## config.mk

```make
export PLATFORM = sky130hd
export DESIGN_NAME = energy_monitor
export DESIGN_NICKNAME = d
export VERILOG_FILES = /design/src/source/ising_pkg.sv /design/src/source/energy_monitor.sv /design/src/source/energy_accumulator.sv /design/src/source/partial_energy_calc.sv /design/src/source/spin_cache.sv /design/src/source/row_counter.sv /design/src/source/monitor_ctrl.sv /design/src/source/bp_pipe.sv
export SDC_FILE = /design/constraint.sdc
export NUM_CORES = 1
export LEC_CHECK = 0
export ABC_CLOCK_PERIOD_IN_PS = 60200
export BUFFER_PORTS_ARGS = -buffer_cell sky130_fd_sc_hd__clkbuf_2
export CORE_MARGIN = 10
export CORE_UTILIZATION = 55
export DETAILED_ROUTE_END_ITERATION = 16
export GPL_TIMING_DRIVEN = 0
export PLACE_DENSITY = 0.71
export SYNTH_ARGS = -nofsm -noshare
export SYNTH_HDL_FRONTEND = slang
export SYNTH_HIERARCHICAL = 1
export SYNTH_SLANG_ARGS = --single-unit
```

## constraint.sdc

```tcl
create_clock -name clk_i -period 60.2 [get_ports clk_i]
set_input_delay 6.02 -clock clk_i [delete_from_list [all_inputs] [get_ports clk_i]]
set_output_delay 6.02 -clock clk_i [all_outputs]
set_load 0.005 [all_outputs]
```

## src/source/ising_pkg.sv

```systemverilog
// shared widths and types for the 16-spin Ising energy monitor
// a spin bit of 1 is +1 and 0 is -1
// couplings and bias are signed two's complement, the bias scale is unsigned
// PIPES is fixed at one, bp_pipe is written for that depth only

`default_nettype none

package ising_pkg;

    localparam int NUM_SPINS   = 16;
    localparam int BIT_J       = 4;  // signed coupling
    localparam int BIT_H       = 4;  // signed bias
    localparam int SCALE_BIT   = 5;  // unsigned bias scale
    localparam int IDX_BIT     = 4;  // row index, covers NUM_SPINS rows
    localparam int LOCAL_E_BIT = 16; // partial energy of one row
    localparam int TOTAL_E_BIT = 32; // running total
    localparam int PIPES       = 1;  // register stages per input channel

    // one weight beat, row couplings in the upper bits
    typedef struct packed {
        logic [NUM_SPINS-1:0][BIT_J-1:0] j_row;    // J_i0 in the lowest nibble
        logic signed [BIT_H-1:0]         hbias;
        logic [SCALE_BIT-1:0]            hscaling;
    } weight_word_t;

    localparam int WEIGHT_W = $bits(weight_word_t);

    typedef enum logic [1:0] {
        IDLE,        // waiting for a config beat
        CONFIG_DONE, // waiting for the spin vector
        COMPUTE,     // taking weight rows
        OUTPUT       // energy offered downstream
    } ctrl_state_t;

endpackage

`default_nettype wire
```

## src/source/energy_monitor.sv

```systemverilog
// Ising energy monitor for one 16-spin configuration
// every input channel passes a one-stage register slice
// energy_valid_o rises 2 cycles after the last weight transfer at the ports
// en_i low freezes the FSM and counters, an offered energy beat stays offered

`timescale 1ns/1ps
`default_nettype none

module energy_monitor (
    input  wire logic                                clk_i,
    input  wire logic                                arst_n_i,
    input  wire logic                                en_i,

    input  wire logic                                config_valid_i,
    input  wire logic [ising_pkg::IDX_BIT-1:0]       config_counter_i, // last row index
    output logic                                     config_ready_o,

    input  wire logic                                spin_valid_i,
    input  wire logic [ising_pkg::NUM_SPINS-1:0]     spin_i,
    output logic                                     spin_ready_o,

    input  wire logic                                weight_valid_i,
    input  wire ising_pkg::weight_word_t             weight_i,
    output logic                                     weight_ready_o,

    output logic                                     energy_valid_o,
    output logic signed [ising_pkg::TOTAL_E_BIT-1:0] energy_o,
    input  wire logic                                energy_ready_i,

    output logic                                     accum_overflow_o
);

    // inner side of the pipes
    logic                             cfg_valid, cfg_ready;
    logic [ising_pkg::IDX_BIT-1:0]    cfg_last;
    logic                             spin_valid, spin_ready;
    logic [ising_pkg::NUM_SPINS-1:0]  spin_data;
    logic                             wgt_valid, wgt_ready;
    ising_pkg::weight_word_t          wgt_data;

    logic                                    cfg_hs, spin_hs, wgt_hs, energy_hs;
    logic [ising_pkg::IDX_BIT-1:0]           row_idx;
    logic                                    row_pending;
    logic [ising_pkg::NUM_SPINS-1:0]         spins_cached;
    logic                                    row_spin;
    logic signed [ising_pkg::LOCAL_E_BIT-1:0] local_energy;
    logic                                    done;

    assign cfg_hs    = cfg_valid && cfg_ready;
    assign spin_hs   = spin_valid && spin_ready;
    assign wgt_hs    = wgt_valid && wgt_ready;
    assign energy_hs = energy_valid_o && energy_ready_i;

    bp_pipe #(.DATA_W(ising_pkg::IDX_BIT)) u_pipe_config (
        .clk_i, .arst_n_i,
        .valid_i(config_valid_i), .data_i(config_counter_i), .ready_o(config_ready_o),
        .valid_o(cfg_valid), .data_o(cfg_last), .ready_i(cfg_ready)
    );

    bp_pipe #(.DATA_W(ising_pkg::NUM_SPINS)) u_pipe_spin (
        .clk_i, .arst_n_i,
        .valid_i(spin_valid_i), .data_i(spin_i), .ready_o(spin_ready_o),
        .valid_o(spin_valid), .data_o(spin_data), .ready_i(spin_ready)
    );

    bp_pipe #(.DATA_W(ising_pkg::WEIGHT_W)) u_pipe_weight (
        .clk_i, .arst_n_i,
        .valid_i(weight_valid_i), .data_i(weight_i), .ready_o(weight_ready_o),
        .valid_o(wgt_valid), .data_o(wgt_data), .ready_i(wgt_ready)
    );

    monitor_ctrl u_ctrl (
        .clk_i, .arst_n_i, .en_i,
        .config_valid_i(cfg_valid), .config_ready_o(cfg_ready),
        .spin_valid_i(spin_valid), .spin_ready_o(spin_ready),
        .weight_valid_i(wgt_valid), .weight_ready_o(wgt_ready),
        .row_pending_i(row_pending), .done_i(done),
        .energy_valid_o, .energy_ready_i
    );

    row_counter u_rows (
        .clk_i, .arst_n_i, .en_i,
        .config_load_i(cfg_hs), .config_last_i(cfg_last),
        .recount_i(spin_hs), .step_i(wgt_hs),
        .row_idx_o(row_idx), .row_pending_o(row_pending)
    );

    spin_cache u_spins (
        .clk_i, .arst_n_i, .en_i,
        .load_i(spin_hs), .spins_i(spin_data), .row_idx_i(row_idx),
        .spins_o(spins_cached), .row_spin_o(row_spin)
    );

    partial_energy_calc u_calc (
        .spins_i(spins_cached), .row_spin_i(row_spin),
        .weight_i(wgt_data), .energy_o(local_energy)
    );

    // last_i is high once the counter has no row left
    energy_accumulator u_accum (
        .clk_i, .arst_n_i, .en_i,
        .clear_i(energy_hs), .add_i(wgt_hs), .last_i(!row_pending),
        .data_i(local_energy), .accum_o(energy_o),
        .overflow_o(accum_overflow_o), .done_o(done)
    );

endmodule

`default_nettype wire

```

## src/source/energy_accumulator.sv

```systemverilog
// signed running sum of the partial energies
// overflow is sticky until clear_i, the sum wraps on overflow
// done_o is high the cycle after an add once last_i reports no pending row

`timescale 1ns/1ps
`default_nettype none

module energy_accumulator (
    input  wire logic                                clk_i,
    input  wire logic                                arst_n_i,
    input  wire logic                                en_i,
    input  wire logic                                clear_i,
    input  wire logic                                add_i,
    input  wire logic                                last_i,
    input  wire logic signed [ising_pkg::LOCAL_E_BIT-1:0] data_i,
    output logic signed [ising_pkg::TOTAL_E_BIT-1:0] accum_o,
    output logic                                     overflow_o,
    output logic                                     done_o
);

    logic signed [ising_pkg::TOTAL_E_BIT-1:0] accum_q;
    logic signed [ising_pkg::TOTAL_E_BIT-1:0] addend;
    logic signed [ising_pkg::TOTAL_E_BIT-1:0] sum;
    logic                                     wrap;
    logic                                     ovf_q;
    logic                                     add_q; // an add happened last cycle

    assign addend = ising_pkg::TOTAL_E_BIT'(data_i); // sign extended
    assign sum    = accum_q + addend;
    // same operand signs, different result sign
    assign wrap   = (accum_q[$high(accum_q)] == addend[$high(addend)]) &&
                    (sum[$high(sum)] != accum_q[$high(accum_q)]);

    always_ff @(posedge clk_i or negedge arst_n_i) begin
        if (!arst_n_i) begin
            accum_q <= '0;
            ovf_q   <= 1'b0;
            add_q   <= 1'b0;
        end else if (clear_i) begin
            accum_q <= '0;
            ovf_q   <= 1'b0;
            add_q   <= 1'b0;
        end else if (en_i) begin
            add_q <= add_i;
            if (add_i) begin
                accum_q <= sum;
                if (wrap) ovf_q <= 1'b1;
            end
        end
    end

    assign accum_o    = accum_q;
    assign overflow_o = ovf_q;
    assign done_o     = add_q && last_i;

endmodule

`default_nettype wire

```

## src/source/partial_energy_calc.sv

```systemverilog
// partial energy of one row, purely combinational
// result = s_i * (sum_j J_ij * s_j + h_i * scale)
// worst case magnitude is about 380, well inside LOCAL_E_BIT

`timescale 1ns/1ps
`default_nettype none

module partial_energy_calc (
    input  wire logic [ising_pkg::NUM_SPINS-1:0]   spins_i,
    input  wire logic                              row_spin_i,
    input  wire ising_pkg::weight_word_t           weight_i,
    output logic signed [ising_pkg::LOCAL_E_BIT-1:0] energy_o
);

    localparam int W = ising_pkg::LOCAL_E_BIT;

    logic signed [W-1:0] coup;
    logic signed [W-1:0] j_sum;
    logic signed [W-1:0] bias_term;
    logic signed [W-1:0] row_sum;

    // spin of 0 means -1, so the coupling is subtracted
    always_comb begin
        j_sum = '0;
        coup  = '0;
        for (int j = 0; j < ising_pkg::NUM_SPINS; j++) begin
            coup = W'($signed(weight_i.j_row[j]));
            if (spins_i[j]) begin
                j_sum = j_sum + coup;
            end else begin
                j_sum = j_sum - coup;
            end
        end
    end

    // scale is unsigned, zero bit keeps it positive in the signed product
    assign bias_term = W'($signed(weight_i.hbias)) *
                       W'($signed({1'b0, weight_i.hscaling}));

    assign row_sum  = j_sum + bias_term;
    assign energy_o = row_spin_i ? row_sum : -row_sum;

endmodule

`default_nettype wire

```

## src/source/spin_cache.sv

```systemverilog
// holds the spin vector of the current computation
// row_spin_o follows row_idx_i combinationally

`timescale 1ns/1ps
`default_nettype none

module spin_cache (
    input  wire logic                            clk_i,
    input  wire logic                            arst_n_i,
    input  wire logic                            en_i,
    input  wire logic                            load_i,
    input  wire logic [ising_pkg::NUM_SPINS-1:0] spins_i,
    input  wire logic [ising_pkg::IDX_BIT-1:0]   row_idx_i,
    output logic [ising_pkg::NUM_SPINS-1:0]      spins_o,
    output logic                                 row_spin_o
);

    logic [ising_pkg::NUM_SPINS-1:0] spins_q;

    always_ff @(posedge clk_i or negedge arst_n_i) begin
        if (!arst_n_i) begin
            spins_q <= '0;
        end else if (en_i && load_i) begin
            spins_q <= spins_i;
        end
    end

    assign spins_o    = spins_q;
    assign row_spin_o = spins_q[row_idx_i]; // spin of the row being summed

endmodule

`default_nettype wire

```

## src/source/row_counter.sv

```systemverilog
// row index for the weight stream
// config_last_i is the index of the last row, so last+1 rows are processed
// row_pending_o drops on the step that retires the last row

`timescale 1ns/1ps
`default_nettype none

module row_counter (
    input  wire logic                          clk_i,
    input  wire logic                          arst_n_i,
    input  wire logic                          en_i,
    input  wire logic                          config_load_i,
    input  wire logic [ising_pkg::IDX_BIT-1:0] config_last_i,
    input  wire logic                          recount_i,
    input  wire logic                          step_i,
    output logic [ising_pkg::IDX_BIT-1:0]      row_idx_o,
    output logic                               row_pending_o
);

    logic [ising_pkg::IDX_BIT-1:0] last_q;
    logic [ising_pkg::IDX_BIT-1:0] idx_q;
    logic                          pending_q;

    always_ff @(posedge clk_i or negedge arst_n_i) begin
        if (!arst_n_i) begin
            last_q    <= '0;
            idx_q     <= '0;
            pending_q <= 1'b0;
        end else if (en_i) begin
            if (config_load_i) last_q <= config_last_i;
            if (recount_i) begin
                idx_q     <= '0;
                pending_q <= 1'b1;
            end else if (step_i) begin
                idx_q <= idx_q + 1'b1;
                if (idx_q == last_q) pending_q <= 1'b0; // last row retired
            end
        end
    end

    assign row_idx_o     = idx_q;
    assign row_pending_o = pending_q;

    a_step_pending: assert property (
        @(posedge clk_i) disable iff (!arst_n_i)
        step_i |-> row_pending_o
    );

endmodule

`default_nettype wire

```

## src/source/monitor_ctrl.sv

```systemverilog
// sequencing FSM: config, then spins, then weight rows, then energy out
// inner readies are low while en_i is low
// an accepted energy beat is always honoured, even with en_i low

`timescale 1ns/1ps
`default_nettype none

module monitor_ctrl (
    input  wire logic clk_i,
    input  wire logic arst_n_i,
    input  wire logic en_i,
    input  wire logic config_valid_i,
    output logic      config_ready_o,
    input  wire logic spin_valid_i,
    output logic      spin_ready_o,
    input  wire logic weight_valid_i,
    output logic      weight_ready_o,
    input  wire logic row_pending_i,
    input  wire logic done_i,
    output logic      energy_valid_o,
    input  wire logic energy_ready_i
);

    ising_pkg::ctrl_state_t state_q, state_d;
    logic config_hs;
    logic spin_hs;
    logic energy_hs;

    assign config_ready_o = en_i && (state_q == ising_pkg::IDLE);
    assign spin_ready_o   = en_i && (state_q == ising_pkg::CONFIG_DONE);
    assign weight_ready_o = en_i && (state_q == ising_pkg::COMPUTE) && row_pending_i;

    // valid rises together with done, held in OUTPUT
    assign energy_valid_o = (state_q == ising_pkg::OUTPUT) ||
                            ((state_q == ising_pkg::COMPUTE) && done_i);

    assign config_hs = config_valid_i && config_ready_o;
    assign spin_hs   = spin_valid_i && spin_ready_o;
    assign energy_hs = energy_valid_o && energy_ready_i;

    always_comb begin
        state_d = state_q;
        case (state_q)
            ising_pkg::IDLE:        if (config_hs) state_d = ising_pkg::CONFIG_DONE;
            ising_pkg::CONFIG_DONE: if (spin_hs) state_d = ising_pkg::COMPUTE;
            ising_pkg::COMPUTE:     if (done_i) state_d = ising_pkg::OUTPUT;
            default:                state_d = state_q; // OUTPUT waits for the consumer
        endcase
        if (energy_hs) begin
            state_d = ising_pkg::IDLE;
        end
    end

    always_ff @(posedge clk_i or negedge arst_n_i) begin
        if (!arst_n_i) begin
            state_q <= ising_pkg::IDLE;
        end else if (en_i || energy_hs) begin
            state_q <= state_d;
        end
    end

    a_one_ready: assert property (
        @(posedge clk_i) disable iff (!arst_n_i)
        $onehot0({config_ready_o, spin_ready_o, weight_ready_o})
    );

    // once the last row is retired no further weight beat may slip in
    a_no_weight_at_done: assert property (
        @(posedge clk_i) disable iff (!arst_n_i)
        done_i |-> !(weight_valid_i && weight_ready_o)
    );

endmodule

`default_nettype wire

```

## src/source/bp_pipe.sv

```systemverilog
// single register slice for a valid/ready channel
// full throughput, one cycle from input transfer to output valid
// data register has no reset, only the valid bit is cleared

`timescale 1ns/1ps
`default_nettype none

module bp_pipe #(
    parameter int DATA_W = 8
) (
    input  wire logic              clk_i,
    input  wire logic              arst_n_i,
    input  wire logic              valid_i,
    input  wire logic [DATA_W-1:0] data_i,
    output logic                   ready_o,
    output logic                   valid_o,
    output logic [DATA_W-1:0]      data_o,
    input  wire logic              ready_i
);

    logic              valid_q;
    logic [DATA_W-1:0] data_q;

    // deeper pipes are not supported here
    if (ising_pkg::PIPES != 1) begin : g_depth_check
        $error("bp_pipe only implements a depth of one");
    end

    assign ready_o = !valid_q || ready_i; // empty or draining this cycle
    assign valid_o = valid_q;
    assign data_o  = data_q;

    always_ff @(posedge clk_i or negedge arst_n_i) begin
        if (!arst_n_i) begin
            valid_q <= 1'b0;
        end else if (ready_o) begin
            valid_q <= valid_i;
        end
    end

    always_ff @(posedge clk_i) begin
        if (valid_i && ready_o) begin
            data_q <= data_i;
        end
    end

    // a stalled beat must not change under the consumer
    a_stall_stable: assert property (
        @(posedge clk_i) disable iff (!arst_n_i)
        valid_o && !ready_i |=> valid_o && $stable(data_o)
    );

endmodule

`default_nettype wire

```

==> flow_metrics.env <==
export IMPL_status="finished, final reports clean"
export IMPL_num_antenna_cells=0
export IMPL_cellLeakagePower_nw=10.6
export IMPL_cp_end_kind="flip-flop"
export IMPL_slew_headroom_pct=28.8
export IMPL_numCtsBuffers=17
export IMPL_syn_nets=2810
export IMPL_synth_cells=2324
export IMPL_layout_nets=2966
export IMPL_post_route_period_util_pct=42.4
export IMPL_cp_common_cell="ha_1"
export IMPL_cp_arrival_ns=25.88
export IMPL_via_count=16915
export IMPL_cp_start_kind="flip-flop"
export IMPL_place_hpwl_mm=38.7
export IMPL_grt_usage_pct=21.4
export IMPL_slowest_delay_ns=0.93
export IMPL_cpLargestDelayFamily="compound AO/OA/AOI/OAI gates"
export IMPL_area_growth_pct=9.23
export IMPL_rsz0062_at_grt="no"
export IMPL_clock_skew_ns=0.0182
export IMPL_hold_viol_final=0
export IMPL_rows=70
export IMPL_critPathKind="reg2reg"
export IMPL_instances_no_fill=2961
export IMPL_setup_tns_ns=0
export IMPL_tightest_slew_ns=1.07
export IMPL_timing_fmax_ghz=0.0392
export IMPL_drc=0
export IMPL_yosys_register_bits=157
export IMPL_io_buffer_count=136
export IMPL_place_inst=2929
export IMPL_drive_gt1_share_pct=9.87
export IMPL_final_setup_viol_count=0
export IMPL_cts_resized=0
export IMPL_synth_edf_count=93
export IMPL_highest_layer="met4"
export IMPL_antenna_found_initial=0
export IMPL_clock_latency_ns=0.47
export IMPL_gp_congestion=0.889
export IMPL_clock_sinks=157
export IMPL_total_power_mw=0.231
export IMPL_num_io_pins=137
export IMPL_final_common_cell="ha_1"
export IMPL_wl_met2_mm=22.6
export IMPL_drt_wl_total_mm=47.6
export IMPL_min_path_type="reg2reg"
export IMPL_wl_per_cell_um=16.1
export IMPL_yosysWarnings=6
export IMPL_slew_viol_final=0
export IMPL_grt_pass1_wl_mm=79.2
export IMPL_grt_max_degree=74
export IMPL_clk_pin_slew_worst_paths_ns=0.08
export IMPL_drv_cap=0
export IMPL_dieArea_mm2=0.0451
export IMPL_cts_buffer_depth=2
export IMPL_via_per_inst=5.71
export IMPL_peakVddDrop_mv=0.0209
export IMPL_cts_tree="built"
export IMPL_grt_pass1_vias=16718
export IMPL_cp_max_fo=20
export IMPL_cts_root_buf="clkbuf_16"
export IMPL_cts_max_level=4
export IMPL_coreArea_mm2=0.0365
export IMPL_chipHeight_um=212
export IMPL_synth_ff_type="edfxtp_1"
export IMPL_synth_seq_area_share_pct=21.6
export IMPL_wl_met3_mm=1.59
export IMPL_ctsHoldBuffers=0
export IMPL_initial_utilization_pct=55.7
export IMPL_power_density_mw_per_mm2=10.4
export IMPL_die_x_um=212
export IMPL_overflow=0
export IMPL_post_dp_cell_area_mm2=0.0216
export IMPL_syn_area_per_cell_um2=8.75
export IMPL_antenna_left=0
export IMPL_mostFrequentLayoutCells="ha_1, a21oi_1, inv_1"
export IMPL_first_iter_violations=921
export IMPL_async_reset_ff_share_pct=40.8
export IMPL_period_needed_ns=25.53
export IMPL_required_ns=60.55
export IMPL_dr_pass1_iters=6
export IMPL_synth_cell_area_mm2=0.0203
export IMPL_slowest_stage="xnor3_1"
export IMPL_postCtsSetupBuffers=0
export IMPL_synth_cell_types=90
export IMPL_crit_buf_inv=12
export IMPL_stdcell_area_mm2=0.0222
export IMPL_met1_length_mm=22.7
[state kept, by name, indices dropped and copies added (netlist names)]
name	flops
u_accum/add_q	1
u_pipe_config/data_o	4
u_pipe_spin/valid_o	1
u_rows/row_pending_o	1
u_accum/accum_o	32
u_accum/overflow_o	1
u_rows/last_q	4
u_spins/spins_o	16
u_pipe_weight/valid_o	1
u_pipe_config/valid_o	1
u_pipe_spin/data_o	16
u_pipe_weight/data_o	73
u_rows/row_idx_o	4
u_ctrl/state_q	2
[metal layers]
metal	vias up	GRT usage [%]
met5	-	0
met4	0	5.29
met3	37	3.59
met2	276	36.5
met1	7947	27.6
li1	8655	-
[cell usage after synthesis, types with 11 or more instances]
| cell type | instances | share of area [%] |
|---|---|---|
| a211oi_1 | 11 | 0.41 |
| a21o_1 | 61 | 2.3 |
| a21oi_1 | 263 | 6.5 |
| a31oi_1 | 14 | 0.43 |
| and2_1 | 19 | 0.58 |
| clkbuf_1 | 21 | 0.39 |
| dfrtp_1 | 64 | 7.9 |
| edfxtp_1 | 93 | 14 |
| fa_1 | 30 | 3.0 |
| ha_1 | 356 | 22 |
| inv_1 | 227 | 4.2 |
| mux2_2 | 33 | 1.8 |
| mux2i_1 | 14 | 0.69 |
| nand2_1 | 156 | 2.9 |
| nand2b_1 | 45 | 1.4 |
| nand3_1 | 22 | 0.54 |
| nand3b_1 | 12 | 0.44 |
| nor2_1 | 162 | 3.0 |
| nor2b_1 | 16 | 0.49 |
| nor3_1 | 44 | 1.1 |
| nor4_1 | 14 | 0.43 |
| o21a_1 | 20 | 0.74 |
| o21ai_0 | 108 | 2.7 |
| o21bai_1 | 62 | 2.3 |
| or3_1 | 21 | 0.65 |
| xnor2_1 | 167 | 7.2 |
| xor2_1 | 85 | 3.7 |
[cells by family after synthesis]
group	count (synthesis)	synth area share, %
xor gates and xnor gates	259	11.6
adders and majority gates	386	24.8
buffers and inverters	253	4.74
and+or+nand+nor	564	13.5
DFF	157	21.6
AOI/OAI and AO/OA	648	20.3
muxes	57	3.38
[worst paths after layout]
path	from	to	cells after the start	slack, ns
setup / recovery	u_spins/spins_o[1]$_DFFE_PN0P_	u_accum/accum_o[31]$_DFFE_PN0P_	106	34.67
hold / removal	u_pipe_spin/data_o[5]$_DFFE_PP_	u_spins/spins_o[5]$_DFFE_PN0P_	1	0.46
setup reg to reg	u_spins/spins_o[1]$_DFFE_PN0P_	u_accum/accum_o[31]$_DFFE_PN0P_	106	34.67
hold reg to reg	u_pipe_spin/data_o[5]$_DFFE_PP_	u_spins/spins_o[5]$_DFFE_PN0P_	1	0.46
max in group asynchronous	arst_n_i	u_rows/row_idx_o[1]$_DFFE_PN0P_	2	54.16
min in group asynchronous	arst_n_i	u_accum/accum_o[22]$_DFFE_PN0P_	1	5.49
[area by class of cell]
cell class,count,area [um^2]
Timing Repair Buffer,137,711
Inverter,227,852
Fill cell,3157,14300
Tap cell,468,586
Sequential cell,157,4390
Multi-Input combinational cell,1914,15000
Clock inverter,15,155
Clock buffer,17,425
Buffer,26,111
[stage by stage]
| step | hold WS (ns) | util, % | setup WS (ns) |
|---|---|---|---|
| floorplan | 0.432 | - | 37.67 |
| global placement | 0.436 | 59.2 | 35.59 |
| detailed placement | 0.445 | 59.2 | 34.79 |
| CTS | 0.462 | 60.8 | 34.61 |
| global route | 0.484 | 60.8 | 32.71 |
| finish | 0.459 | 60.8 | 34.67 |
[report_power, final]
part / switching [mW] / internal (mW) / total (mW) / leakage [nW]
logic: 0.00232 / 0.00255 / 0.00488 / 8.59
registers: 0.0000000000000000945 / 0.114 / 0.114 / 1.69
clock network: 0.0507 / 0.0615 / 0.112 / 0.280
Power figures use the tool's default switching activity.
